File: config.mk
export PLATFORM = sky130hd
export DESIGN_NAME = spi_cmd_port_flat
export DESIGN_NICKNAME = d
export VERILOG_FILES = /design/src/hw/trs_io_pkg.sv /design/src/hw/trs_io_ifs.sv /design/src/hw/spi_cmd_port.sv /design/src/flat_wrapper.sv
export VERILOG_INCLUDE_DIRS = /design/src /design/src/hw
export SDC_FILE = /design/constraint.sdc
export NUM_CORES = 1
export LEC_CHECK = 0
export ABC_AREA = 0
export BUFFER_PORTS_ARGS = -buffer_cell sky130_fd_sc_hd__buf_4
export CAP_MARGIN = 10
export CORE_ASPECT_RATIO = 1.5
export CORE_MARGIN = 3
export CORE_UTILIZATION = 35
export CTS_CLUSTER_SIZE = 28
export DETAILED_ROUTE_END_ITERATION = 7
export PLACE_DENSITY = 0.56
export SYNTH_ARGS = -nofsm -noshare
export SYNTH_HDL_FRONTEND = slang
export SYNTH_SLANG_ARGS = --single-unit
File: constraint.sdc
create_clock -name clk -period 1.7 [get_ports clk]
set_input_delay 0.17 -clock clk [delete_from_list [all_inputs] [get_ports clk]]
set_output_delay 0.17 -clock clk [all_outputs]
set_load 0.02 [all_outputs]
File: src/hw/trs_io_consts.svh
`ifndef TRS_IO_CONSTS_SVH
`define TRS_IO_CONSTS_SVH

// magic byte answered to get cookie
`define COOKIE 8'haf

// version byte is {major, minor}
`define VERSION_MAJOR 3'd0
`define VERSION_MINOR 5'd3

// z80 i/o port served by the coprocessor
`define TRS_IO_PORT 8'd31

// length of the esp_req pulse in clocks
`define ESP_REQ_CYCLES 50

// on-chip ram is 2**RAM_ADDR_W bytes
`define RAM_ADDR_W 15

// stages of the access shift register
`define TAP_HIGH 3
`define TAP_LOW 7
`define TAP_ACCESS 8

`endif

File: src/hw/trs_io_pkg.sv
`include "trs_io_consts.svh"

package trs_io_pkg;

  typedef logic [7:0]             byte_t;     // bus or spi byte
  typedef logic [15:0]            trs_addr_t; // full z80 address
  typedef logic [`RAM_ADDR_W-1:0] ram_addr_t; // word address into ram

  // command byte sent by the coprocessor
  typedef enum logic [7:0] {
    get_cookie    = 8'd0,
    ram_poke      = 8'd1,
    ram_peek      = 8'd2,
    dbus_read     = 8'd3,
    dbus_write    = 8'd4,
    set_full_addr = 8'd14,
    get_version   = 8'd15
  } cmd_code_e;

  typedef enum logic {
    idle,        // waiting for a command byte
    read_params  // collecting parameter bytes
  } parse_state_e;

  // what the coprocessor is asked to do, on esp_s
  typedef enum logic [2:0] {
    trs_io_in  = 3'd0,
    trs_io_out = 3'd1
  } esp_status_e;

endpackage

File: src/hw/trs_io_ifs.sv


// command side ram port, driven by the spi parser
interface cmd_mem_if;
  trs_io_pkg::ram_addr_t addr;
  trs_io_pkg::byte_t     wdata;
  logic                  we;
  logic                  en;          // one clock
  trs_io_pkg::byte_t     rdata;
  logic                  rdata_valid; // clock after a read en

  modport cmd (
    output addr, wdata, we, en,
    input  rdata, rdata_valid
  );
  modport ram (
    input  addr, wdata, we, en,
    output rdata, rdata_valid
  );
endinterface

File: src/hw/spi_cmd_port.sv
`timescale 1ns/100ps
`include "trs_io_consts.svh"

module spi_cmd_port (
  input  logic              clk,
  input  logic              reset,
  input  logic              sck,
  input  logic              mosi,
  input  logic              cs_n,
  output logic              miso,
  input  trs_io_pkg::byte_t trs_d_in,
  output logic              full_addr,
  output logic              dbus_load,
  output trs_io_pkg::byte_t dbus_byte,
  cmd_mem_if.cmd            mem
);

  logic [2:0]                 sck_q;
  logic [1:0]                 mosi_q;
  logic [2:0]                 cs_q;
  logic                       sck_rise, sck_fall;
  logic                       cs_active, cs_start;
  logic [2:0]                 bit_cnt;
  trs_io_pkg::byte_t          rx_sr;
  trs_io_pkg::byte_t          rx_byte;
  logic                       byte_done;
  logic                       cmd_byte;   // byte that goes to the parser
  trs_io_pkg::parse_state_e   state;
  trs_io_pkg::cmd_code_e      cmd;
  trs_io_pkg::byte_t          params [0:2];
  logic [1:0]                 param_idx;
  logic [1:0]                 param_left;
  logic                       act;        // all params in, run the command
  trs_io_pkg::trs_addr_t      cmd_addr;
  logic                       resp_load;
  trs_io_pkg::byte_t          resp_next;
  trs_io_pkg::byte_t          resp_byte;
  logic                       resp_pending;
  logic                       tx_active;
  trs_io_pkg::byte_t          tx_sr;

  always_ff @(posedge clk) begin
    if (reset) begin
      sck_q  <= 3'b000;
      mosi_q <= 2'b00;
      cs_q   <= 3'b111;
    end else begin
      sck_q  <= {sck_q[1:0], sck};
      mosi_q <= {mosi_q[0], mosi};
      cs_q   <= {cs_q[1:0], cs_n};
    end
  end

  assign sck_rise  = (sck_q[2:1] == 2'b01);
  assign sck_fall  = (sck_q[2:1] == 2'b10);
  assign cs_active = ~cs_q[1];
  assign cs_start  = (cs_q[2:1] == 2'b10);  // cs just went low

  assign rx_byte   = {rx_sr[6:0], mosi_q[1]};
  assign byte_done = cs_active & sck_rise & (bit_cnt == 3'd7);
  assign cmd_byte  = byte_done & ~tx_active; // response slot is not parsed

  always_ff @(posedge clk) begin
    if (reset || !cs_active)
      bit_cnt <= 3'd0;
    else if (sck_rise)
      bit_cnt <= bit_cnt + 3'd1;
  end

  always_ff @(posedge clk) begin
    if (sck_rise)
      rx_sr <= rx_byte;
  end

  always_ff @(posedge clk) begin
    if (reset) begin
      state      <= trs_io_pkg::idle;
      cmd        <= trs_io_pkg::get_cookie;
      param_idx  <= 2'd0;
      param_left <= 2'd0;
      act        <= 1'b0;
    end else begin
      act <= 1'b0;
      if (cs_start) begin
        state <= trs_io_pkg::idle;
      end else if (cmd_byte) begin
        case (state)
          trs_io_pkg::idle: begin
            cmd       <= trs_io_pkg::cmd_code_e'(rx_byte);
            param_idx <= 2'd0;
            case (trs_io_pkg::cmd_code_e'(rx_byte))
              trs_io_pkg::ram_poke: begin
                param_left <= 2'd3;   // addr lo, addr hi, data
                state      <= trs_io_pkg::read_params;
              end
              trs_io_pkg::ram_peek: begin
                param_left <= 2'd2;
                state      <= trs_io_pkg::read_params;
              end
              trs_io_pkg::dbus_write,
              trs_io_pkg::set_full_addr: begin
                param_left <= 2'd1;
                state      <= trs_io_pkg::read_params;
              end
              default: state <= trs_io_pkg::idle;  // answered right away or unknown
            endcase
          end
          trs_io_pkg::read_params: begin
            param_idx <= param_idx + 2'd1;
            if (param_left == 2'd1) begin
              act   <= 1'b1;
              state <= trs_io_pkg::idle;
            end else begin
              param_left <= param_left - 2'd1;
            end
          end
          default: state <= trs_io_pkg::idle;
        endcase
      end
    end
  end

  always_ff @(posedge clk) begin
    if (cmd_byte && state == trs_io_pkg::read_params)
      params[param_idx] <= rx_byte;
  end

  always_ff @(posedge clk) begin
    if (reset)
      full_addr <= 1'b0;
    else if (act && cmd == trs_io_pkg::set_full_addr)
      full_addr <= (params[0] != '0);
  end

  assign cmd_addr  = {params[1], params[0]};
  assign mem.addr  = cmd_addr[`RAM_ADDR_W-1:0];
  assign mem.wdata = params[2];
  assign mem.we    = (cmd == trs_io_pkg::ram_poke);
  assign mem.en    = act & ((cmd == trs_io_pkg::ram_poke) | (cmd == trs_io_pkg::ram_peek));
  assign dbus_load = act & (cmd == trs_io_pkg::dbus_write);
  assign dbus_byte = params[0];

  // pick the response byte
  always_comb begin
    resp_load = 1'b0;
    resp_next = mem.rdata;
    if (mem.rdata_valid) begin
      resp_load = 1'b1;   // peek result
    end else if (cmd_byte && state == trs_io_pkg::idle) begin
      case (trs_io_pkg::cmd_code_e'(rx_byte))
        trs_io_pkg::get_cookie: begin
          resp_load = 1'b1;
          resp_next = `COOKIE;
        end
        trs_io_pkg::get_version: begin
          resp_load = 1'b1;
          resp_next = {`VERSION_MAJOR, `VERSION_MINOR};
        end
        trs_io_pkg::dbus_read: begin
          resp_load = 1'b1;
          resp_next = trs_d_in;  // z80 is parked on wait
        end
        default: resp_load = 1'b0;
      endcase
    end
  end

  always_ff @(posedge clk) begin
    if (resp_load)
      resp_byte <= resp_next;
  end

  // msb goes out at the byte boundary, rest on falling edges
  always_ff @(posedge clk) begin
    if (reset || cs_start) begin
      resp_pending <= 1'b0;
      tx_active    <= 1'b0;
      tx_sr        <= '0;
    end else begin
      if (resp_load)
        resp_pending <= 1'b1;
      if (cs_active && sck_fall) begin
        if (bit_cnt == 3'd0 && resp_pending) begin
          tx_sr        <= resp_byte;
          resp_pending <= 1'b0;
          tx_active    <= 1'b1;
        end else begin
          tx_sr <= {tx_sr[6:0], 1'b0};
        end
      end
      if (byte_done && tx_active)
        tx_active <= 1'b0;  // response byte fully clocked
    end
  end

  assign miso = cs_active ? tx_sr[7] : 1'b0;

  a_en_after_params: assert property (@(posedge clk) disable iff (reset)
    mem.en |-> state == trs_io_pkg::idle)
    else $error("ram en while parameters still pending");

endmodule

File: src/flat_wrapper.sv
// flat-port wrapper written by rule: the top's interface ports become plain ports
module spi_cmd_port_flat 
  (clk, reset, sck, mosi, cs_n, miso, trs_d_in, full_addr, dbus_load, dbus_byte, mem_addr, mem_wdata, mem_we, mem_en, mem_rdata, mem_rdata_valid);
  cmd_mem_if mem_i ();
  input  logic clk;
  input  logic reset;
  input  logic sck;
  input  logic mosi;
  input  logic cs_n;
  output logic miso;
  input  trs_io_pkg::byte_t trs_d_in;
  output logic full_addr;
  output logic dbus_load;
  output trs_io_pkg::byte_t dbus_byte;
  output wire logic [$bits(mem_i.addr)-1:0] mem_addr;
  output wire logic [$bits(mem_i.wdata)-1:0] mem_wdata;
  output wire logic [$bits(mem_i.we)-1:0] mem_we;
  output wire logic [$bits(mem_i.en)-1:0] mem_en;
  input wire logic [$bits(mem_i.rdata)-1:0] mem_rdata;
  input wire logic [$bits(mem_i.rdata_valid)-1:0] mem_rdata_valid;
  assign mem_addr = mem_i.addr;
  assign mem_wdata = mem_i.wdata;
  assign mem_we = mem_i.we;
  assign mem_en = mem_i.en;
  assign mem_i.rdata = mem_rdata;
  assign mem_i.rdata_valid = mem_rdata_valid;
  spi_cmd_port u_core (.clk(clk), .reset(reset), .sck(sck), .mosi(mosi), .cs_n(cs_n), .miso(miso), .trs_d_in(trs_d_in), .full_addr(full_addr), .dbus_load(dbus_load), .dbus_byte(dbus_byte), .mem(mem_i));
endmodule
Yosys cells after proc, flatten, opt, wreduce, memory -nomap -nowiden
Memories as Yosys holds them, arrays and structs flattened.
Cells that the tools add are included.
{"block": "word_totals", "word_cells": 89, "output_inout_bits": 36, "ram_bits": 24, "inputBits": 22, "latchBits": 0, "reg_bits": 51, "n_memories": 1, "romBits": 0}
{"block": "op_classes", "n_mux": 21, "shift": 0, "eq_ne": 17, "n_bitwise": 11, "mul": 0, "add_sub_neg": 3, "div_mod_pow": 0, "n_reduce_logical": 21, "magnitude_cmp": 0}
{"name": "u_core.params", "words": 3, "width": 8, "read_ports": 3, "rd_clocked_by_memory_dff": 0, "write_ports": 1, "line": "spi_cmd_port.sv:30", "source": "trs_io_pkg::byte_t params [0:2];"}
{"op": "== test 8 x 2 -> 1 bit (second input constant)", "n": 3}
{"op": "== test 8 x 4 -> 1 bit (second input constant)", "n": 3}
{"op": "two-way mux 8 bit", "n": 3}
{"op": "one-hot mux 8 bit (3 select lines)", "n": 1}
{"op": "== test 8 x 1 -> 1 bit (second input constant)", "n": 2}
{"op": "== test 8 x 3 -> 1 bit (second input constant)", "n": 2}
{"op": "two-way mux 1 bit", "n": 12}
{"op": "logical NOT 8 bit", "n": 1}
{"op": "one-hot mux 2 bit (2 select lines)", "n": 2}
{"op": "nonzero test 8 bit", "n": 1}
{"op": "OR reduction 4 bit", "n": 2}
{"op": "logical AND 1 bit", "n": 6}
{"op": "one-hot mux 2 bit (3 select lines)", "n": 1}
{"op": "OR reduction 2 bit", "n": 3}
{"op": "AND 1 bit", "n": 5}
{"op": "NOT 1 bit", "n": 5}
{"op": "== test 2 x 1 -> 1 bit (second input constant)", "n": 2}
{"op": "== test 2 bit (second input constant)", "n": 2}
{"op": "inequality test 4 bit (second input constant)", "n": 1}
{"op": "AND reduction 2 bit", "n": 2}
{"op": "AND reduction 4 bit", "n": 1}
{"op": "adder 3 x 1 -> 3 bit (second input constant)", "n": 1}
{"op": "== test 3 bit (second input constant)", "n": 1}
{"op": "logical NOT 3 bit", "n": 1}
{"op": "9 further kinds", "n": 10}

Logic depth before layout (Yosys ltp)
{"block": "depth", "ltp_word": 10, "mapped_depth": 7, "depth_no_buf": 6}

Least setup slack after synthesis
OpenSTA, ideal clock, no wires.
{"block": "synth_path", "path_kind": "register to register", "start": "reg u_core.bit_cnt[0]", "end": "reg u_core.resp_byte[0], enable pin", "arrival_ps": 1429, "n_path_buf": 0, "required_time_ps": 1366, "slack_ps": -63, "stages_incl_launch_ff": 6, "synth_period_minus_slack_ps": 1763, "setup_time_ps": 334, "path_cell_list": "dfxtp_1 ha_1 ha_1 nand4bb_4 nor2_1 a41o_1"}
{"block": "synth_via", "elab_chain_cells": 6}
{"item": "start, declared", "line": "spi_cmd_port.sv:23", "source": "logic [2:0] bit_cnt;"}
{"item": "start signal, assigned", "line": "spi_cmd_port.sv:67", "source": "bit_cnt <= bit_cnt + 3'd1;"}
{"item": "== test 3 bit", "line": "spi_cmd_port.sv:60", "source": "assign byte_done = cs_active & sck_rise & (bit_cnt == 3'd7);"}
{"item": "AND 1 bit", "line": "spi_cmd_port.sv:60"}
{"item": "AND 1 bit", "line": "spi_cmd_port.sv:61", "source": "assign cmd_byte = byte_done & ~tx_active;"}
{"item": "logical AND 1 bit", "line": "spi_cmd_port.sv:149", "source": "end else if (cmd_byte && state == trs_io_pkg::idle) begin"}
{"item": "two-way mux 1 bit", "line": "spi_cmd_port.sv:149"}
{"item": "two-way mux 1 bit", "line": "spi_cmd_port.sv:147", "source": "if (mem.rdata_valid) begin"}
{"item": "net u_core.resp_load", "line": "spi_cmd_port.sv:35", "source": "logic resp_load;"}
{"item": "end signal, assigned", "line": "spi_cmd_port.sv:170", "source": "resp_byte <= resp_next;"}
{"item": "end, declared", "line": "spi_cmd_port.sv:37", "source": "trs_io_pkg::byte_t resp_byte;"}
The timed path passes the listed nets, and every way through them passes these cells.
A chain may end at the register's enable or synchronous reset.

Final worst setup path
{"block": "layout_path", "start": "reg u_core.cmd[6]", "end": "out mem_we"}
{"block": "layout_via", "elab_chain_cells": 1}
{"item": "start, declared", "line": "spi_cmd_port.sv:29", "source": "trs_io_pkg::cmd_code_e cmd;"}
{"item": "start signal, assigned", "line": "spi_cmd_port.sv:78", "source": "cmd <= trs_io_pkg::get_cookie;"}
{"item": "start signal, assigned", "line": "spi_cmd_port.sv:89", "source": "cmd <= trs_io_pkg::cmd_code_e'(rx_byte);"}
{"item": "== test 8 x 1 -> 1 bit", "line": "spi_cmd_port.sv:138", "source": "assign mem.we = (cmd == trs_io_pkg::ram_poke);"}
{"item": "end, declared", "line": "flat_wrapper.sv:17", "source": "output wire logic [$bits(mem_i.we)-1:0] mem_we;"}
No other way between the ends.

==> results.ini <==
[finish]
layout_commonest_cell = buf_4
final_cell_mix = buf_4 (82), edfxtp_1 (38), dfxtp_1 (33), nor2_1 (29), mux2i_1 (17)
n_antenna_cell = 0
fillers = 803
final_area_um2 = 4220
regArea_um2 = 1870
finalNonFillerCells = 441
synthToLayoutAreaGrowth_pct = 38.1
fin_util = 0.499
fin_nets = 358
drive_gt1_frac = 0.371
multiInputGateArea_um2 = 1180

[floorplanning]
die-area_um2 = 9910
fp.dieH_um = 120
start_util = 0.361
num_rows = 41
io_pins = 58
fp.dieW_um = 82.3
core_um2 = 8460

[status]
violations = negative setup slack
status = finished with violations

[logic_synthesis]
netlist_area_um2 = 3060
synth_cells = 250
synth_edf_count = 38
ys_seq_elements = 74
ys_warn_count = 0
yosysSeqAreaShare = 0.609
syn-num-nets = 279
synth_top_flop_cell = edfxtp_1
synthArstFlopShare = 0
avgSynthCellArea_um2 = 12.2
synth_cell_type_count = 44

[timing]
finClkSkew_ns = 0.00687
setup_slack_ns = -0.0320
slew_viol_final = 0
fmax_mhz = 577
worst_pin_slew_ns = 0.414
finalSetupTns_ns = -0.0650
setup_viol = 4
slew_headroom = 0.724
fin_crit_sh = 1.02
grt_setup_unrepaired = true
finalHoldViolations = 0
period_minus_slack_ns = 1.73

[setup_path]
r2r-start = u_core.bit_cnt[1]
critPathArrivalTime_ns = 1.56
end_kind = output pin
slowest_delay_ns = 0.59
r2r_cells = 6
crit_path_start_kind = register
path_delay_family = simple AND/OR/NAND/NOR gates
crit_buf_inv = 1
r2r_slack_ns = 0
crit_type = register to output pin
required_ns = 1.53
cp_max_fo = 4
path_cells = or4_4, nor4_4, buf_4
timing.rr.end = u_core.resp_byte[4]
slowest_stage = or4_4

[route]
viasPerCell = 4.82
drt_wl_total_um = 6290
drt_iter0_markers = 104
antenna_left = 0
avgRoutedWirePerCell_um = 14.3
vias = 2124
drt-pass1-iter-count = 4
drc_errors = 0

[global_routing]
grt_use_total = 0.135
grt_max_degree = 24
grt_antenna_before_repair = 0
grt_overflow_total = 0
grt_pass1_vias = 2118
grt_pass1_wl_um = 10100

[worst_hold_path]
hold_path_depth = 2
min_path_type = input port to register
min_from = cs_n
min_delay_worst_endpoint = u_core.cs_q[0]

[clock_tree]
clk_pin_slew_ns = 0.06
cts_buffers = 9
cts.sinks = 74
cts_setup_buffers = 0
cts_buffer_depth = 2
root_buffer = clkbuf_16
cts_hold_buf = 0
clk_latency_ns = 0.33
cts_tree = built
htree_levels = 3

[placement]
routabilityCongestion = 0.756
dp_hpwl_um = 4610
dp_slack_ns = -0.110
port_buffers = 57
post-place-cells = 424
placed_area_um2 = 3770

[pwr]
ir_worst_vdd_v = 0.000522
power_density_nw_per_um2 = 1000
p_leak_nw = 1.60

[run]
cap_violations = 0

power by group:
| group | total, mW | switching (mW) | internal (mW) |
|---|---|---|---|
| registers | 1.94 | 0.0252 | 1.91 |
| logic | 0.182 | 0.0825 | 0.0994 |
| clock network | 2.12 | 0.736 | 1.39 |
area by class of cell:
type	count	share of cell area
clock buffers	10	0.0593
clock inverters	6	0.0222
inverters	13	0.0116
multi-input cells	147	0.280
flip-flops and latches	74	0.442
well taps	107	0.0317
repair buffers	84	0.153
worst max-delay path by stage:
stage | endpoint | slack [ns] | depth (start not counted) | from
finish | mem_we | -0.03 | 3 | u_core.cmd[6]
global route | u_core.resp_byte[1] | -0.11 | 6 | u_core.bit_cnt[1]
CTS | mem_we | -0.02 | 3 | u_core.cmd[6]
detailed placement | u_core.resp_byte[4] | -0.11 | 6 | u_core.bit_cnt[1]
global placement | u_core.resp_byte[1] | -0.04 | 6 | u_core.bit_cnt[1]
floorplan | dbus_load | -0.03 | 2 | u_core.cmd[7]
per-stage QoR:
step	hold WS, ns	total power, mW
after floorplan	0.274	2.05
after global placement	0.356	2.15
after detailed placement	0.359	2.15
after CTS	0.0167	4.27
after global routing	0.0234	4.38
final	0.0235	4.24
cells in the mapped netlist (all sizes together), types with 3 or more instances:
cell,n,area share
edfxtp,38,0.37
dfxtp,36,0.24
nor2,29,0.036
mux2i,17,0.056
inv,13,0.016
a21oi,10,0.016
buf,10,0.023
nor2b,8,0.016
a211oi,7,0.017
clkbuf,7,0.0086
ha,7,0.029
nor4,7,0.026
o2bb2ai,6,0.017
nor3,5,0.0082
nand2,4,0.0049
nand2b,4,0.0082
and3,3,0.0061
nand3,3,0.0049
nand3b,3,0.0074
or2,3,0.0061
xnor2,3,0.0086
state kept, by name, indices dropped and copies added (netlist names):
register	flops
u_core.param_idx	2
u_core.resp_pending	1
u_core.tx_active	1
u_core.sck_q	3
u_core.act	1
u_core.state	1
u_core.rx_sr	7
u_core.cs_q	3
u_core.bit_cnt	3
u_core.params	23
u_core.full_addr	1
u_core.tx_sr	8
u_core.resp_byte	8
u_core.cmd	8
u_core.param_left	2
u_core.mosi_q	2
worst register-to-register path, cell delays in order, from the launching register on:
cell	delay, ns
dfxtp_2	0.35
ha_4	0.14
ha_4	0.13
nand4bb_4	0.18
nor4_4	0.25
nand3_2	0.22
o2bb2ai_1	0.18
kinds of logic (layout without fill, tap and decap cells):
logic type                 count (synthesis)  in the layout  share of synthesized area
adders and majority gates                  7              7                     0.0287
DFF                                       74             74                      0.609
AOI/OAI and AO/OA                         38             39                     0.0888
muxes                                     17             17                     0.0557
and+or+nand+nor                           79             79                      0.156
xor gates and xnor gates                   5              5                     0.0143
buffers and inverters                     30            113                     0.0475
metal layers:
| metal | global-route usage | vias to the layer above | part of all wire |
|---|---|---|---|
| met2 | 0.237 | 62 | 0.53 |
| met5 | 0 | - | 0 |
| li1 | - | 1062 | - |
| met1 | 0.158 | 989 | 0.40 |
| met3 | 0.0268 | 11 | 0.054 |
| met4 | 0.0530 | 0 | 0.018 |
repair_timing:
item	CTS	global route
setup endpoints to repair	15	51
pin swaps	6	3
cloned	0	1
gates resized for setup	6	9
Power figures use the tool's default switching activity.
