**src/hw/trs_io_consts.svh**
```systemverilog
`ifndef TRS_IO_CONSTS_SVH
`define TRS_IO_CONSTS_SVH

// magic byte answered to get cookie
`define COOKIE 8'haf

// version byte is {major, minor}
`define VERSION_MAJOR 3'd0
`define VERSION_MINOR 5'd3

// z80 i/o port served by the coprocessor
`define TRS_IO_PORT 8'd31

// length of the esp_req pulse in clocks
`define ESP_REQ_CYCLES 50

// on-chip ram is 2**RAM_ADDR_W bytes
`define RAM_ADDR_W 15

// stages of the access shift register
`define TAP_HIGH 3
`define TAP_LOW 7
`define TAP_ACCESS 8

`endif

```
**src/hw/trs_io_pkg.sv**
```systemverilog
`include "trs_io_consts.svh"

package trs_io_pkg;

  typedef logic [7:0]             byte_t;     // bus or spi byte
  typedef logic [15:0]            trs_addr_t; // full z80 address
  typedef logic [`RAM_ADDR_W-1:0] ram_addr_t; // word address into ram

  // command byte sent by the coprocessor
  typedef enum logic [7:0] {
    get_cookie    = 8'd0,
    ram_poke      = 8'd1,
    ram_peek      = 8'd2,
    dbus_read     = 8'd3,
    dbus_write    = 8'd4,
    set_full_addr = 8'd14,
    get_version   = 8'd15
  } cmd_code_e;

  typedef enum logic {
    idle,        // waiting for a command byte
    read_params  // collecting parameter bytes
  } parse_state_e;

  // what the coprocessor is asked to do, on esp_s
  typedef enum logic [2:0] {
    trs_io_in  = 3'd0,
    trs_io_out = 3'd1
  } esp_status_e;

endpackage

```
**src/hw/trs_io_ifs.sv**
```systemverilog
`timescale 1ns/100ps

// bus side ram port, driven by the address decoder
interface bus_mem_if;
  trs_io_pkg::ram_addr_t addr;
  logic                  rd_en;  // one clock
  logic                  wr_en;  // one clock
  trs_io_pkg::byte_t     wdata;  // latched z80 data

  modport decoder (
    output addr, rd_en, wr_en, wdata
  );
  modport ram (
    input addr, rd_en, wr_en, wdata
  );
endinterface


```
**src/hw/trs_bus_decoder.sv**
```systemverilog
`timescale 1ns/100ps
`include "trs_io_consts.svh"

module trs_bus_decoder (
  input  logic                    clk,
  input  logic                    reset,
  input  trs_io_pkg::byte_t       trs_ah,
  input  trs_io_pkg::byte_t       trs_d_in,
  input  logic                    rd_n,
  input  logic                    wr_n,
  input  logic                    in_n,
  input  logic                    out_n,
  input  logic                    esp_done,
  input  logic                    full_addr,
  output logic [1:0]              mux_a,
  output logic                    trs_oe,
  output logic                    trs_dir,
  output logic                    esp_req,
  output logic                    esp_wait,
  output trs_io_pkg::esp_status_e esp_s,
  bus_mem_if.decoder              mem
);

  localparam int CNT_W = $clog2(`ESP_REQ_CYCLES + 1);

  logic [3:0]            strb_meta;   // {rd, wr, in, out}, active low
  logic [3:0]            strb_sync;
  logic                  rd_s, wr_s, in_s, out_s;
  logic                  access;
  logic                  access_q;
  logic                  access_rise;
  logic [`TAP_ACCESS:0]  trig;        // access edge walking down the taps
  trs_io_pkg::trs_addr_t addr;
  logic                  addr_valid;
  logic                  ram_sel;
  logic                  port_sel;
  logic                  esp_start;
  logic [2:0]            done_sr;
  logic                  done_rise;
  logic [CNT_W-1:0]      req_cnt;

  // two flop sync of the four strobes
  always_ff @(posedge clk) begin
    if (reset) begin
      strb_meta <= 4'hf;
      strb_sync <= 4'hf;
      access_q  <= 1'b0;
      trig      <= '0;
    end else begin
      strb_meta <= {rd_n, wr_n, in_n, out_n};
      strb_sync <= strb_meta;
      access_q  <= access;
      trig      <= {trig[`TAP_ACCESS-1:0], access_rise};
    end
  end

  assign {rd_s, wr_s, in_s, out_s} = strb_sync;
  assign access      = ~&strb_sync;          // any strobe low
  assign access_rise = access & ~access_q;

  // high byte on the mux while the edge is in the early stages
  assign mux_a = (trig[`TAP_HIGH:0] != '0) ? 2'b01 : 2'b10;

  always_ff @(posedge clk) begin
    if (trig[`TAP_HIGH]) begin
      // board swaps the high address lines
      addr[15:8] <= {trs_ah[5], trs_ah[4], trs_ah[7], trs_ah[6],
                     trs_ah[3], trs_ah[2], trs_ah[0], trs_ah[1]};
    end
    if (trig[`TAP_LOW]) begin
      addr[7:0] <= trs_ah;
      mem.wdata <= trs_d_in;  // write data already stable here
    end
  end

  always_ff @(posedge clk) begin
    if (reset)
      addr_valid <= 1'b0;
    else if (trig[`TAP_LOW])
      addr_valid <= 1'b1;
    else if (trig[`TAP_HIGH] || !access)
      addr_valid <= 1'b0;   // half captured, or the cycle is over
  end

  // upper 32k normally, upper 48k in full address mode
  assign ram_sel  = addr_valid & (full_addr ? (addr[15] | addr[14]) : addr[15]);
  assign port_sel = addr_valid & (addr[7:0] == `TRS_IO_PORT);

  assign mem.addr  = addr[`RAM_ADDR_W-1:0];
  assign mem.rd_en = trig[`TAP_ACCESS] & ram_sel & ~rd_s;
  assign mem.wr_en = trig[`TAP_ACCESS] & ram_sel & ~wr_s;
  assign esp_start = trig[`TAP_ACCESS] & port_sel & (~in_s | ~out_s);

  // bus buffer on while we own the cycle
  assign trs_oe  = ~((ram_sel & ~(rd_s & wr_s)) | (port_sel & ~(in_s & out_s)));
  assign trs_dir = rd_n & in_n;   // low drives toward the z80

  always_ff @(posedge clk) begin
    if (reset)
      done_sr <= 3'b000;
    else
      done_sr <= {done_sr[1:0], esp_done};
  end

  assign done_rise = (done_sr[2:1] == 2'b01);

  // request pulse and wait level for the coprocessor
  always_ff @(posedge clk) begin
    if (reset) begin
      esp_req  <= 1'b0;
      esp_wait <= 1'b0;
      req_cnt  <= '0;
      esp_s    <= trs_io_pkg::trs_io_in;
    end else if (esp_start) begin
      esp_req  <= 1'b1;   // restarts if already running
      esp_wait <= 1'b1;
      req_cnt  <= CNT_W'(`ESP_REQ_CYCLES);
      esp_s    <= !out_s ? trs_io_pkg::trs_io_out : trs_io_pkg::trs_io_in;
    end else begin
      if (done_rise)
        esp_wait <= 1'b0;
      if (req_cnt == CNT_W'(1))
        esp_req <= 1'b0;
      if (req_cnt != '0)
        req_cnt <= req_cnt - CNT_W'(1);
    end
  end

  a_one_ram_op: assert property (@(posedge clk) disable iff (reset)
    !(mem.rd_en && mem.wr_en))
    else $error("rd_en and wr_en high together");

  a_wait_with_req: assert property (@(posedge clk) disable iff (reset)
    $rose(esp_wait) |-> esp_req)
    else $error("esp_wait rose without esp_req");

endmodule

```
**src/flat_wrapper.sv**
```systemverilog
// flat-port wrapper written by rule: the top's interface ports become plain ports
module trs_bus_decoder_flat 
  (clk, reset, trs_ah, trs_d_in, rd_n, wr_n, in_n, out_n, esp_done, full_addr, mux_a, trs_oe, trs_dir, esp_req, esp_wait, esp_s, mem_addr, mem_rd_en, mem_wr_en, mem_wdata);
  bus_mem_if mem_i ();
  input  logic clk;
  input  logic reset;
  input  trs_io_pkg::byte_t trs_ah;
  input  trs_io_pkg::byte_t trs_d_in;
  input  logic rd_n;
  input  logic wr_n;
  input  logic in_n;
  input  logic out_n;
  input  logic esp_done;
  input  logic full_addr;
  output logic [1:0] mux_a;
  output logic trs_oe;
  output logic trs_dir;
  output logic esp_req;
  output logic esp_wait;
  output trs_io_pkg::esp_status_e esp_s;
  output wire logic [$bits(mem_i.addr)-1:0] mem_addr;
  output wire logic [$bits(mem_i.rd_en)-1:0] mem_rd_en;
  output wire logic [$bits(mem_i.wr_en)-1:0] mem_wr_en;
  output wire logic [$bits(mem_i.wdata)-1:0] mem_wdata;
  assign mem_addr = mem_i.addr;
  assign mem_rd_en = mem_i.rd_en;
  assign mem_wr_en = mem_i.wr_en;
  assign mem_wdata = mem_i.wdata;
  trs_bus_decoder u_core (.clk(clk), .reset(reset), .trs_ah(trs_ah), .trs_d_in(trs_d_in), .rd_n(rd_n), .wr_n(wr_n), .in_n(in_n), .out_n(out_n), .esp_done(esp_done), .full_addr(full_addr), .mux_a(mux_a), .trs_oe(trs_oe), .trs_dir(trs_dir), .esp_req(esp_req), .esp_wait(esp_wait), .esp_s(esp_s), .mem(mem_i));
endmodule
```
**config.mk**
```make
export PLATFORM = sky130hd
export DESIGN_NAME = trs_bus_decoder_flat
export DESIGN_NICKNAME = d
export VERILOG_FILES = /design/src/hw/trs_io_pkg.sv /design/src/hw/trs_io_ifs.sv /design/src/hw/trs_bus_decoder.sv /design/src/flat_wrapper.sv
export VERILOG_INCLUDE_DIRS = /design/src /design/src/hw
export SDC_FILE = /design/constraint.sdc
export NUM_CORES = 1
export LEC_CHECK = 0
export ABC_AREA = 1
export BUFFER_PORTS_ARGS = -buffer_cell sky130_fd_sc_hd__buf_2
export CAP_MARGIN = 20
export CORE_AREA = 2 2 74 104
export DETAILED_ROUTE_END_ITERATION = 6
export DIE_AREA = 0 0 76 106
export PLACE_DENSITY_LB_ADDON = 0.05
export SETUP_SLACK_MARGIN = 0.05
export SYNTH_ARGS = -nofsm -noshare
export SYNTH_HDL_FRONTEND = slang
export SYNTH_SLANG_ARGS = --single-unit
```
**constraint.sdc**
```tcl
create_clock -name clk -period 1.5 [get_ports clk]
set_clock_uncertainty 0.05 [all_clocks]
set_input_delay 0.15 -clock clk [delete_from_list [all_inputs] [get_ports clk]]
set_output_delay 0.15 -clock clk [all_outputs]
set_load 0.02 [all_outputs]
```
-- Word-level counts from Yosys, hierarchy flattened
Cells that the tools add are included.
- register bits after elaboration: 57
- input port bits: 24
- output and inout bits: 34
- logic and storage cells: 63
- $add $sub $neg: 1
- equality and inequality tests: 3
- muxes and demuxes: 11
- bitwise logic cells: 24
- reductions and logical operators: 10
- operators by type and width (operator ; number):
    1-bit bitwise AND ; 13
    6-bit two-way mux ; 2
    8-bit by 5-bit equality test with 1-bit output, second input constant ; 1
    1-bit two-way mux ; 8
    1-bit inverter ; 8
    2-bit nonzero test ; 4
    6-bit by 1-bit equality test with 1-bit output, second input constant ; 1
    6-bit nonzero test ; 1
    6-bit by 1-bit subtractor with 6-bit output, second input constant ; 1
    4-bit AND reduction ; 1
    4-bit nonzero test ; 1
    1-bit OR ; 3
    2-bit by 1-bit equality test with 1-bit output, second input constant ; 1
    2-bit two-way mux ; 1
    2-bit OR reduction ; 1
    1-bit zero test ; 1
    1-bit logical OR ; 1

-- Logic depth before layout (Yosys ltp)
Gate-level depths: netlist of the first run.
- depth in word-level cells: 6
- depth in mapped cells: 8
- gate-level depth less buffers: 8

-- Worst setup path after synthesis of the first run
Ideal clock, no wire load.
- path type: reg2out
- from: reg u_core.trig[3]
- to: out mux_a[0]
- arrival: 1.491 ns
- required time: 1.300 ns
- slack: -0.191 ns
- cell stages (with the launch flop): 3
- path buffers: 0
- cell sequence: dfxtp_1 nor4_1 inv_1
- cells in the longest elaborated chain, start to end: 2
- ends and longest elaborated chain (what ; RTL line ; RTL):
    from (decl) ; trs_bus_decoder.sv:32 ; logic [`TAP_ACCESS:0] trig;
    from (signal assigned) ; trs_bus_decoder.sv:53 ; trig <= {trig[`TAP_ACCESS-1:0], access_rise};
    4-bit nonzero test ; trs_bus_decoder.sv:62 ; assign mux_a = (trig[`TAP_HIGH:0] != '0) ? 2'b01 : 2'b10;
    2-bit two-way mux ; trs_bus_decoder.sv:62 ;
    to (decl) ; flat_wrapper.sv:15 ; output logic [1:0] mux_a;
Every way passes these cells.

-- Final worst setup path of the first run
- from: reg u_core.addr[14]
- to: out trs_oe
- cells in the longest elaborated chain, start to end: 6
- ends and longest elaborated chain (what ; RTL line ; RTL):
    from (decl) ; trs_bus_decoder.sv:33 ; trs_io_pkg::trs_addr_t addr;
    from (signal assigned) ; trs_bus_decoder.sv:67 ; addr[15:8] <= {trs_ah[5], trs_ah[4], trs_ah[7], trs_ah[6],
    1-bit OR ; trs_bus_decoder.sv:86 ; assign ram_sel = addr_valid & (full_addr ? (addr[15] | addr[14]) : addr[15]);
    1-bit two-way mux ; trs_bus_decoder.sv:86 ;
    1-bit bitwise AND ; trs_bus_decoder.sv:86 ;
    1-bit bitwise AND ; trs_bus_decoder.sv:95 ; assign trs_oe = ~((ram_sel & ~(rd_s & wr_s)) | (port_sel & ~(in_s & out_s)));
    1-bit OR ; trs_bus_decoder.sv:95 ;
    1-bit inverter ; trs_bus_decoder.sv:95 ;
    to (decl) ; flat_wrapper.sv:16 ; output logic trs_oe;
Every way passes these cells.

==> impl_metrics.py, run 1 <==
metrics = {
    "pwr": {
        "p_switching_uw": 950,
        "power_mw": 3.27,
        "ir_drop_mv": 0.541,
        "p_clk_share_pct": 25.6,
        "leakagePower_nw": 1.19,
        "netSwitchingFraction_pct": 29.0,
        "p_seq_share_pct": 52.6,
        "internal_power_mw": 2.32,
        "pwr-share-comb_pct": 21.8,
        "power_density_nw_per_um2": 1190,
    },
    "global_routing": {
        "grt_pass1_vias": 1440,
        "grt_overflow": 0,
        "grt_max_degree": 28,
        "antenna_found_initial": 0,
        "grt_usage_pct": 10.6,
        "grt_pass1_wl_um": 6600,
    },
    "layout": {
        "syn_to_final_growth_pct": 33.3,
        "seq_area_um2": 1340,
        "fin_nets": 289,
        "drive_gt1_share_pct": 38.6,
        "multiInputGateArea_um2": 500,
        "antenna_cells": 0,
        "fillers": 742,
        "final_cell_mix": "51 x buf_2, 29 x inv_1, 29 x dfxtp_1, 24 x edfxtp_1, 21 x dlygate4sd3_1",
        "final_common_cell": "buf_2",
    },
    "clock_network": {
        "max-clock-path-buffers": 2,
        "htreeDepth": 2,
        "cts_tree": "built",
        "cts_num_sinks": 55,
        "clockRootBuffer": "clkbuf_8",
        "clock_latency_ns": 0.31,
        "numCtsBuffers": 5,
        "clk_pin_slew_ns": 0.09,
    },
    "min_path": {
        "holdPathStages": 2,
        "whs_endpoint": "u_core.trig[2]",
        "min-delay-start": "reset",
        "hp-class": "primary input to flop",
    },
    "sta": {
        "fin_crit_ns": 1.46,
        "hold_ws_ns": 0.224,
        "finalSetupViolCount": 0,
        "min_period_over_period_pct": 97.5,
        "fmax_ghz": 0.684,
        "slew_violations": 0,
        "rsz0062_at_grt": "true",
        "hold_violations": 0,
    },
    "routing": {
        "vias": 1407,
        "wire_per_inst_um": 11.0,
        "routed_via_density": 3.90,
        "detail-route-antenna-nets": 0,
        "remaining_drc_errors": 0,
        "drt_pre_antenna_iters": 3,
        "wirelength_um": 3970,
        "initialDrtViolationCount": 35,
    },
    "critical_path": {
        "crit_fanout": 2,
        "path_cells": "a21o_1, a32oi_2, buf_4",
        "critPathLaunchType": "flop",
        "end_kind": "output pin",
        "critPathRequiredTime_ns": 1.30,
        "crit_arrival_ns": 1.26,
        "r2r-end": "u_core.req_cnt[4]",
        "path_buf_inv": 1,
        "r2r_start": "u_core.req_cnt[0]",
        "r2r_slack_ns": 0.19,
        "cpMaxStageDelayCell": "edfxtp_1",
        "worst_r2r_path_depth": 7,
        "cp_top_family": "flip-flops",
        "worst-setup-path-type": "flop to output pin",
        "cp_slowest_stage_delay_ns": 0.41,
    },
    "floorplan": {
        "die_x_um": 76,
        "dieArea_um2": 8060,
        "io_pins": 58,
        "num_rows": 37,
        "fp.coreArea_um2": 7180,
        "start_util_pct": 28.7,
        "die_h_um": 106,
    },
    "synthesis": {
        "yosys_register_bits": 55,
        "synth_area_um2": 2060,
        "synth_area_per_cell_um2": 10.8,
        "ys_types": 27,
        "seq_area_frac_synth_pct": 65.2,
        "synth_warnings": 0,
        "synth_cells": 190,
    },
    "place": {
        "gp_congestion": 0.724,
        "portBuffers": 55,
        "place_hpwl_um": 2710,
    },
    "outcome": {
        "status": "finished clean",
    },
    "job": {
        "cap_violations": 0,
    },
}
## power by group through the flow
stage | sequential, mW | clock (mW) | combinational (mW)
floorplan | 1.74 | 0 | 0.540
global placement | 1.76 | 0 | 0.683
detailed placement | 1.75 | 0 | 0.672
CTS | 1.72 | 0.899 | 0.719
global route | 1.73 | 0.944 | 0.823
finish | 1.72 | 0.838 | 0.714
## Yosys cell counts
cell type	instances	share of area [%]
dfxtp_1	31	30
inv_1	30	5.5
edfxtp_1	24	35
nor2_1	20	3.6
nand2_1	18	3.3
buf_4	17	6.2
or2_2	8	2.4
nand3_1	6	1.5
a21oi_1	5	1.2
nand2_2	5	1.5
nand4_1	3	0.91
nor2_4	3	1.6
buf_2	2	0.49
ha_1	2	1.2
nor2_2	2	0.61
nor3_1	2	0.49
o21ai_0	2	0.49
a21o_1	1	0.36
a21oi_2	1	0.43
a31o_2	1	0.43
a32oi_1	1	0.43
clkbuf_1	1	0.18
conb_1	1	0.18
inv_2	1	0.18
nand3_4	1	0.85
nor4_1	1	0.30
xnor2_1	1	0.43
## cell type report
type | count | area share [%]
multi-input cells | 85 | 18.2
well taps | 97 | 4.43
clock inverters | 2 | 0.411
flip-flops and latches | 55 | 49.0
clock buffers | 6 | 3.01
inverters | 31 | 4.24
repair buffers | 85 | 20.7
## timing repair
action | in CTS | in global routing
endpoints found under the hold margin | 29 | 0
pin swaps | 4 | 7
setup buffers | 5 | 2
setup endpoints to repair | 3 | 5
hold buffers | 21 | 0
resized for setup | 5 | 9
## state kept, by name, summed over array words and instances (netlist names)
| register | count |
|---|---|
| u_core.strb_sync | 4 |
| u_core.done_sr | 3 |
| u_core.req_cnt | 6 |
| u_core.esp_req | 1 |
| u_core.strb_meta | 4 |
| u_core.addr | 16 |
| u_core.trig | 9 |
| u_core.esp_s | 1 |
| u_core.access_q | 1 |
| u_core.addr_valid | 1 |
| u_core.esp_wait | 1 |
| u_core.mem.wdata | 8 |
## metrics by stage
step	cells	area (um^2)	setup slack (ns)	utilization, %	TNS [ns]
final	361	2740	0.0372	38.2	0
after global routing	361	2740	-0.0662	38.2	-0.0949
after CTS	359	2690	-0.0438	37.5	-0.0438
after detailed placement	325	2340	0.205	32.6	0
after global placement	325	2340	0.200	32.6	0
after floorplan	191	2070	0.0855	-	0
## worst max path at each step
stage | from | endpoint | slack [ns] | cells past startpoint
finish | u_core.addr[14] | trs_oe | 0.04 | 3
detailed placement | u_core.req_cnt[0] | u_core.req_cnt[4] | 0.21 | 7
global placement | u_core.addr[1] | trs_oe | 0.20 | 6
floorplan | u_core.trig[3] | mux_a[0] | 0.09 | 2
global route | u_core.addr[6] | trs_oe | -0.07 | 5
CTS | u_core.addr[1] | trs_oe | -0.04 | 6
## cells by family (layout without fill, tap and decap cells)
family | Yosys count | after routing | synth area share, %
xor gates and xnor gates | 1 | 1 | 0.426
DFF | 55 | 55 | 65.2
buffers and inverters | 51 | 124 | 12.5
AOI/OAI and AO/OA | 11 | 11 | 3.34
other | 1 | 2 | 0.182
adders and majority gates | 2 | 2 | 1.22
and+or+nand+nor | 69 | 69 | 17.1
## routing by layer
metal | track usage [%] | up-vias | wire length (um)
met2 | 18.9 | 35 | 2090
met3 | 2.97 | 8 | 159
met5 | 0 | - | 0
met1 | 11.6 | 644 | 1630
met4 | 5.45 | 0 | 94
li1 | - | 720 | -
(Power assumes the default switching activity.)
==> run 2, diff against run 1 <==
--- a/config.mk
+++ b/config.mk
@@ -6,12 +6,11 @@
 export SDC_FILE = /design/constraint.sdc
 export NUM_CORES = 1
 export LEC_CHECK = 0
-export ABC_AREA = 1
 export BUFFER_PORTS_ARGS = -buffer_cell sky130_fd_sc_hd__buf_2
 export CAP_MARGIN = 20
-export CORE_AREA = 2 2 74 104
+export CORE_AREA = 2 2 72 101
 export DETAILED_ROUTE_END_ITERATION = 6
-export DIE_AREA = 0 0 76 106
+export DIE_AREA = 0 0 74 103
 export PLACE_DENSITY_LB_ADDON = 0.05
 export SETUP_SLACK_MARGIN = 0.05
 export SYNTH_ARGS = -nofsm -noshare
==> impl_metrics.py, run 2 <==
metrics = {
    "sta": {
        "fin_crit_ns": 1.77,
        "min_period_over_period_pct": 118,
        "slew_violations": 0,
        "fmax_ghz": 0.565,
        "setup_slack_ns": -0.269,
        "rsz0062_at_grt": "true",
        "hold_violations": 0,
        "finalSetupViolCount": 11,
    },
    "place": {
        "portBuffers": 55,
        "place_hpwl_um": 2900,
        "gp_congestion": 0.712,
        "dp.cells": 288,
    },
    "global_routing": {
        "grt_usage_pct": 11.4,
        "antenna_found_initial": 0,
        "grt_overflow": 0,
        "use_met2_pct": 20.1,
        "grt_max_degree": 17,
        "grt_pass1_vias": 1362,
        "met1_usage_pct": 12.8,
        "grt_pass1_wl_um": 6410,
        "grtUsageMet3_pct": 2.74,
        "grt-busiest-layer": "met2",
    },
    "critical_path": {
        "path_buf_inv": 2,
        "cp_top_family": "simple AND/OR/NAND/NOR gates",
        "critPathLaunchType": "flop",
        "cp_slowest_stage_delay_ns": 0.41,
        "cpMaxStageDelayCell": "edfxtp_1",
        "end_kind": "output pin",
        "worst-setup-path-type": "flop to output pin",
        "crit_arrival_ns": 1.57,
        "worst_r2r_path_depth": 7,
        "cp_num_cells": 5,
        "path_cells": "nor4bb_2, buf_4, and3_4, a21oi_2, buf_6",
        "critPathRequiredTime_ns": 1.30,
        "crit_fanout": 2,
    },
    "layout": {
        "fillers": 670,
        "seq_area_um2": 1340,
        "syn_to_final_growth_pct": 37.5,
        "drive_gt1_share_pct": 44.2,
        "final_cell_mix": "50 x buf_2, 30 x dfxtp_1, 24 x edfxtp_1, 21 x dlygate4sd3_1, 10 x nor2b_1",
        "multiInputGateArea_um2": 536,
        "final_common_cell": "buf_2",
        "fin_nets": 251,
        "antenna_cells": 0,
        "regMostFlops": "u_core.addr",
        "largest_registers": "u_core.addr (16), u_core.trig (9), u_core.mem.wdata (8)",
        "finalNonFillerCells": 321,
        "largest_reg_flops": 16,
    },
    "pwr": {
        "ir_drop_mv": 0.630,
        "internal_power_mw": 2.52,
        "power_density_nw_per_um2": 1240,
        "p_switching_uw": 858,
        "pwr-share-comb_pct": 20.2,
        "p_seq_share_pct": 51.6,
        "p_clk_share_pct": 28.2,
        "leakagePower_nw": 1.08,
        "power_mw": 3.38,
        "netSwitchingFraction_pct": 25.4,
    },
    "routing": {
        "remaining_drc_errors": 0,
        "wire_per_inst_um": 12.4,
        "initialDrtViolationCount": 31,
        "detail-route-antenna-nets": 0,
        "wirelength_um": 3970,
        "drt_pre_antenna_iters": 4,
        "routed_via_density": 4.00,
        "vias": 1284,
    },
    "outcome": {
        "status": "finished with violations",
        "violations": "setup timing",
    },
    "synthesis": {
        "yosys_register_bits": 55,
        "ys_types": 36,
        "synth.top_cell.area_share_pct": 36.5,
        "yosysTopAreaCell": "edfxtp_1",
        "async_flop_share_pct": 0,
        "synthTopCellsByCount": "31 x dfxtp_1, 24 x edfxtp_1, 17 x buf_4",
        "synth_warnings": 0,
        "seq_area_frac_synth_pct": 67.9,
        "synth_cells": 152,
        "yosys-top-cells-area": "edfxtp_1 37%, dfxtp_1 31%, buf_4 6.5%, nor2b_1 3.2%, or2_2 2.5%",
        "synth_area_per_cell_um2": 13.0,
        "synthFlopType": "dfxtp_1",
        "synth_area_um2": 1970,
        "synth_edf_count": 24,
        "yosysMostFrequentCell": "dfxtp_1",
    },
    "clock_network": {
        "clockRootBuffer": "clkbuf_8",
        "htreeDepth": 2,
        "clk_pin_slew_ns": 0.10,
        "clock_latency_ns": 0.30,
        "max-clock-path-buffers": 2,
        "numCtsBuffers": 5,
        "cts_tree": "built",
        "cts_num_sinks": 55,
    },
    "floorplan": {
        "die_x_um": 74,
        "fp.coreArea_um2": 6800,
        "io_pins": 58,
        "num_rows": 36,
        "dieArea_um2": 7620,
        "start_util_pct": 29.0,
        "die_h_um": 103,
    },
    "min_path": {
        "holdPathStages": 2,
        "hp-class": "primary input to flop",
    },
    "job": {
        "cap_violations": 0,
    },
}
[run 2: cell count changes after synthesis, moves of 4 or more]
cell     delta
inv_1      -24
nand2_1    -10
nand2_2     -4
nand3_1     -5
nor2_1     -13
nor2b_1    +10
[run 2: power groups by stage]
stage	combinational, mW	sequential, mW	clock [mW]
after global placement	0.605	1.77	0
after floorplan	0.492	1.76	0
after detailed placement	0.616	1.78	0
after global routing	0.766	1.75	1.06
final	0.682	1.74	0.953
after CTS	0.693	1.74	1.00
[run 2: final timing paths]
kind | slack [ns] | start | endpoint
worst min register to register | 0.34 | u_core.access_q | u_core.trig[0]
worst max register to register | -0.20 | u_core.addr[5] | u_core.req_cnt[4]
worst min-delay path | 0.14 | reset | u_core.trig[4]
worst max-delay path | -0.27 | u_core.addr[5] | trs_oe
[run 2: repair_timing]
action	CTS	global route
hold buffers	21	0
hold endpoints to repair	29	0
endpoints found under the setup margin	13	14
pin swaps	7	3
resized for setup	18	7
buffers inserted	3	1
[run 2: stage by stage]
step | setup slack (ns) | instance area (um^2) | setup TNS [ns] | hold slack [ns] | util [%]
floorplan | 0.133 | 1980 | 0 | 0.183 | -
finish | -0.269 | 2720 | -1.30 | 0.143 | 39.9
global placement | -0.0923 | 2270 | -0.665 | 0.278 | 33.4
detailed placement | -0.163 | 2270 | -1.25 | 0.279 | 33.4
global route | -0.375 | 2720 | -2.59 | 0.148 | 39.9
CTS | -0.361 | 2690 | -1.53 | 0.133 | 39.5
[run 2: logic make-up after synthesis]
kind of cell	Yosys count	share of synthesized area [%]
fa+ha+maj	2	1.27
other cells	1	0.190
simple gates	50	15.7
buf+inv	26	8.17
compound gates	13	4.18
flops	55	67.9
xor+xnor	3	1.33
mux	2	1.27
[run 2: per-layer routing]
layer	wire (um)	part of all wire, %
met5	0	0
met4	77	1.9
met3	188	4.7
met2	2080	52
met1	1620	41
[run 2: final cells by class]
type / count / share of cell area (%)
sequential: 55 / 49.4
timing repair buffer: 85 / 21.7
multi-input combinational: 72 / 19.7
tap: 95 / 4.38
clock buffer: 7 / 2.86
clock inverter: 1 / 1.11
inverter: 6 / 0.829
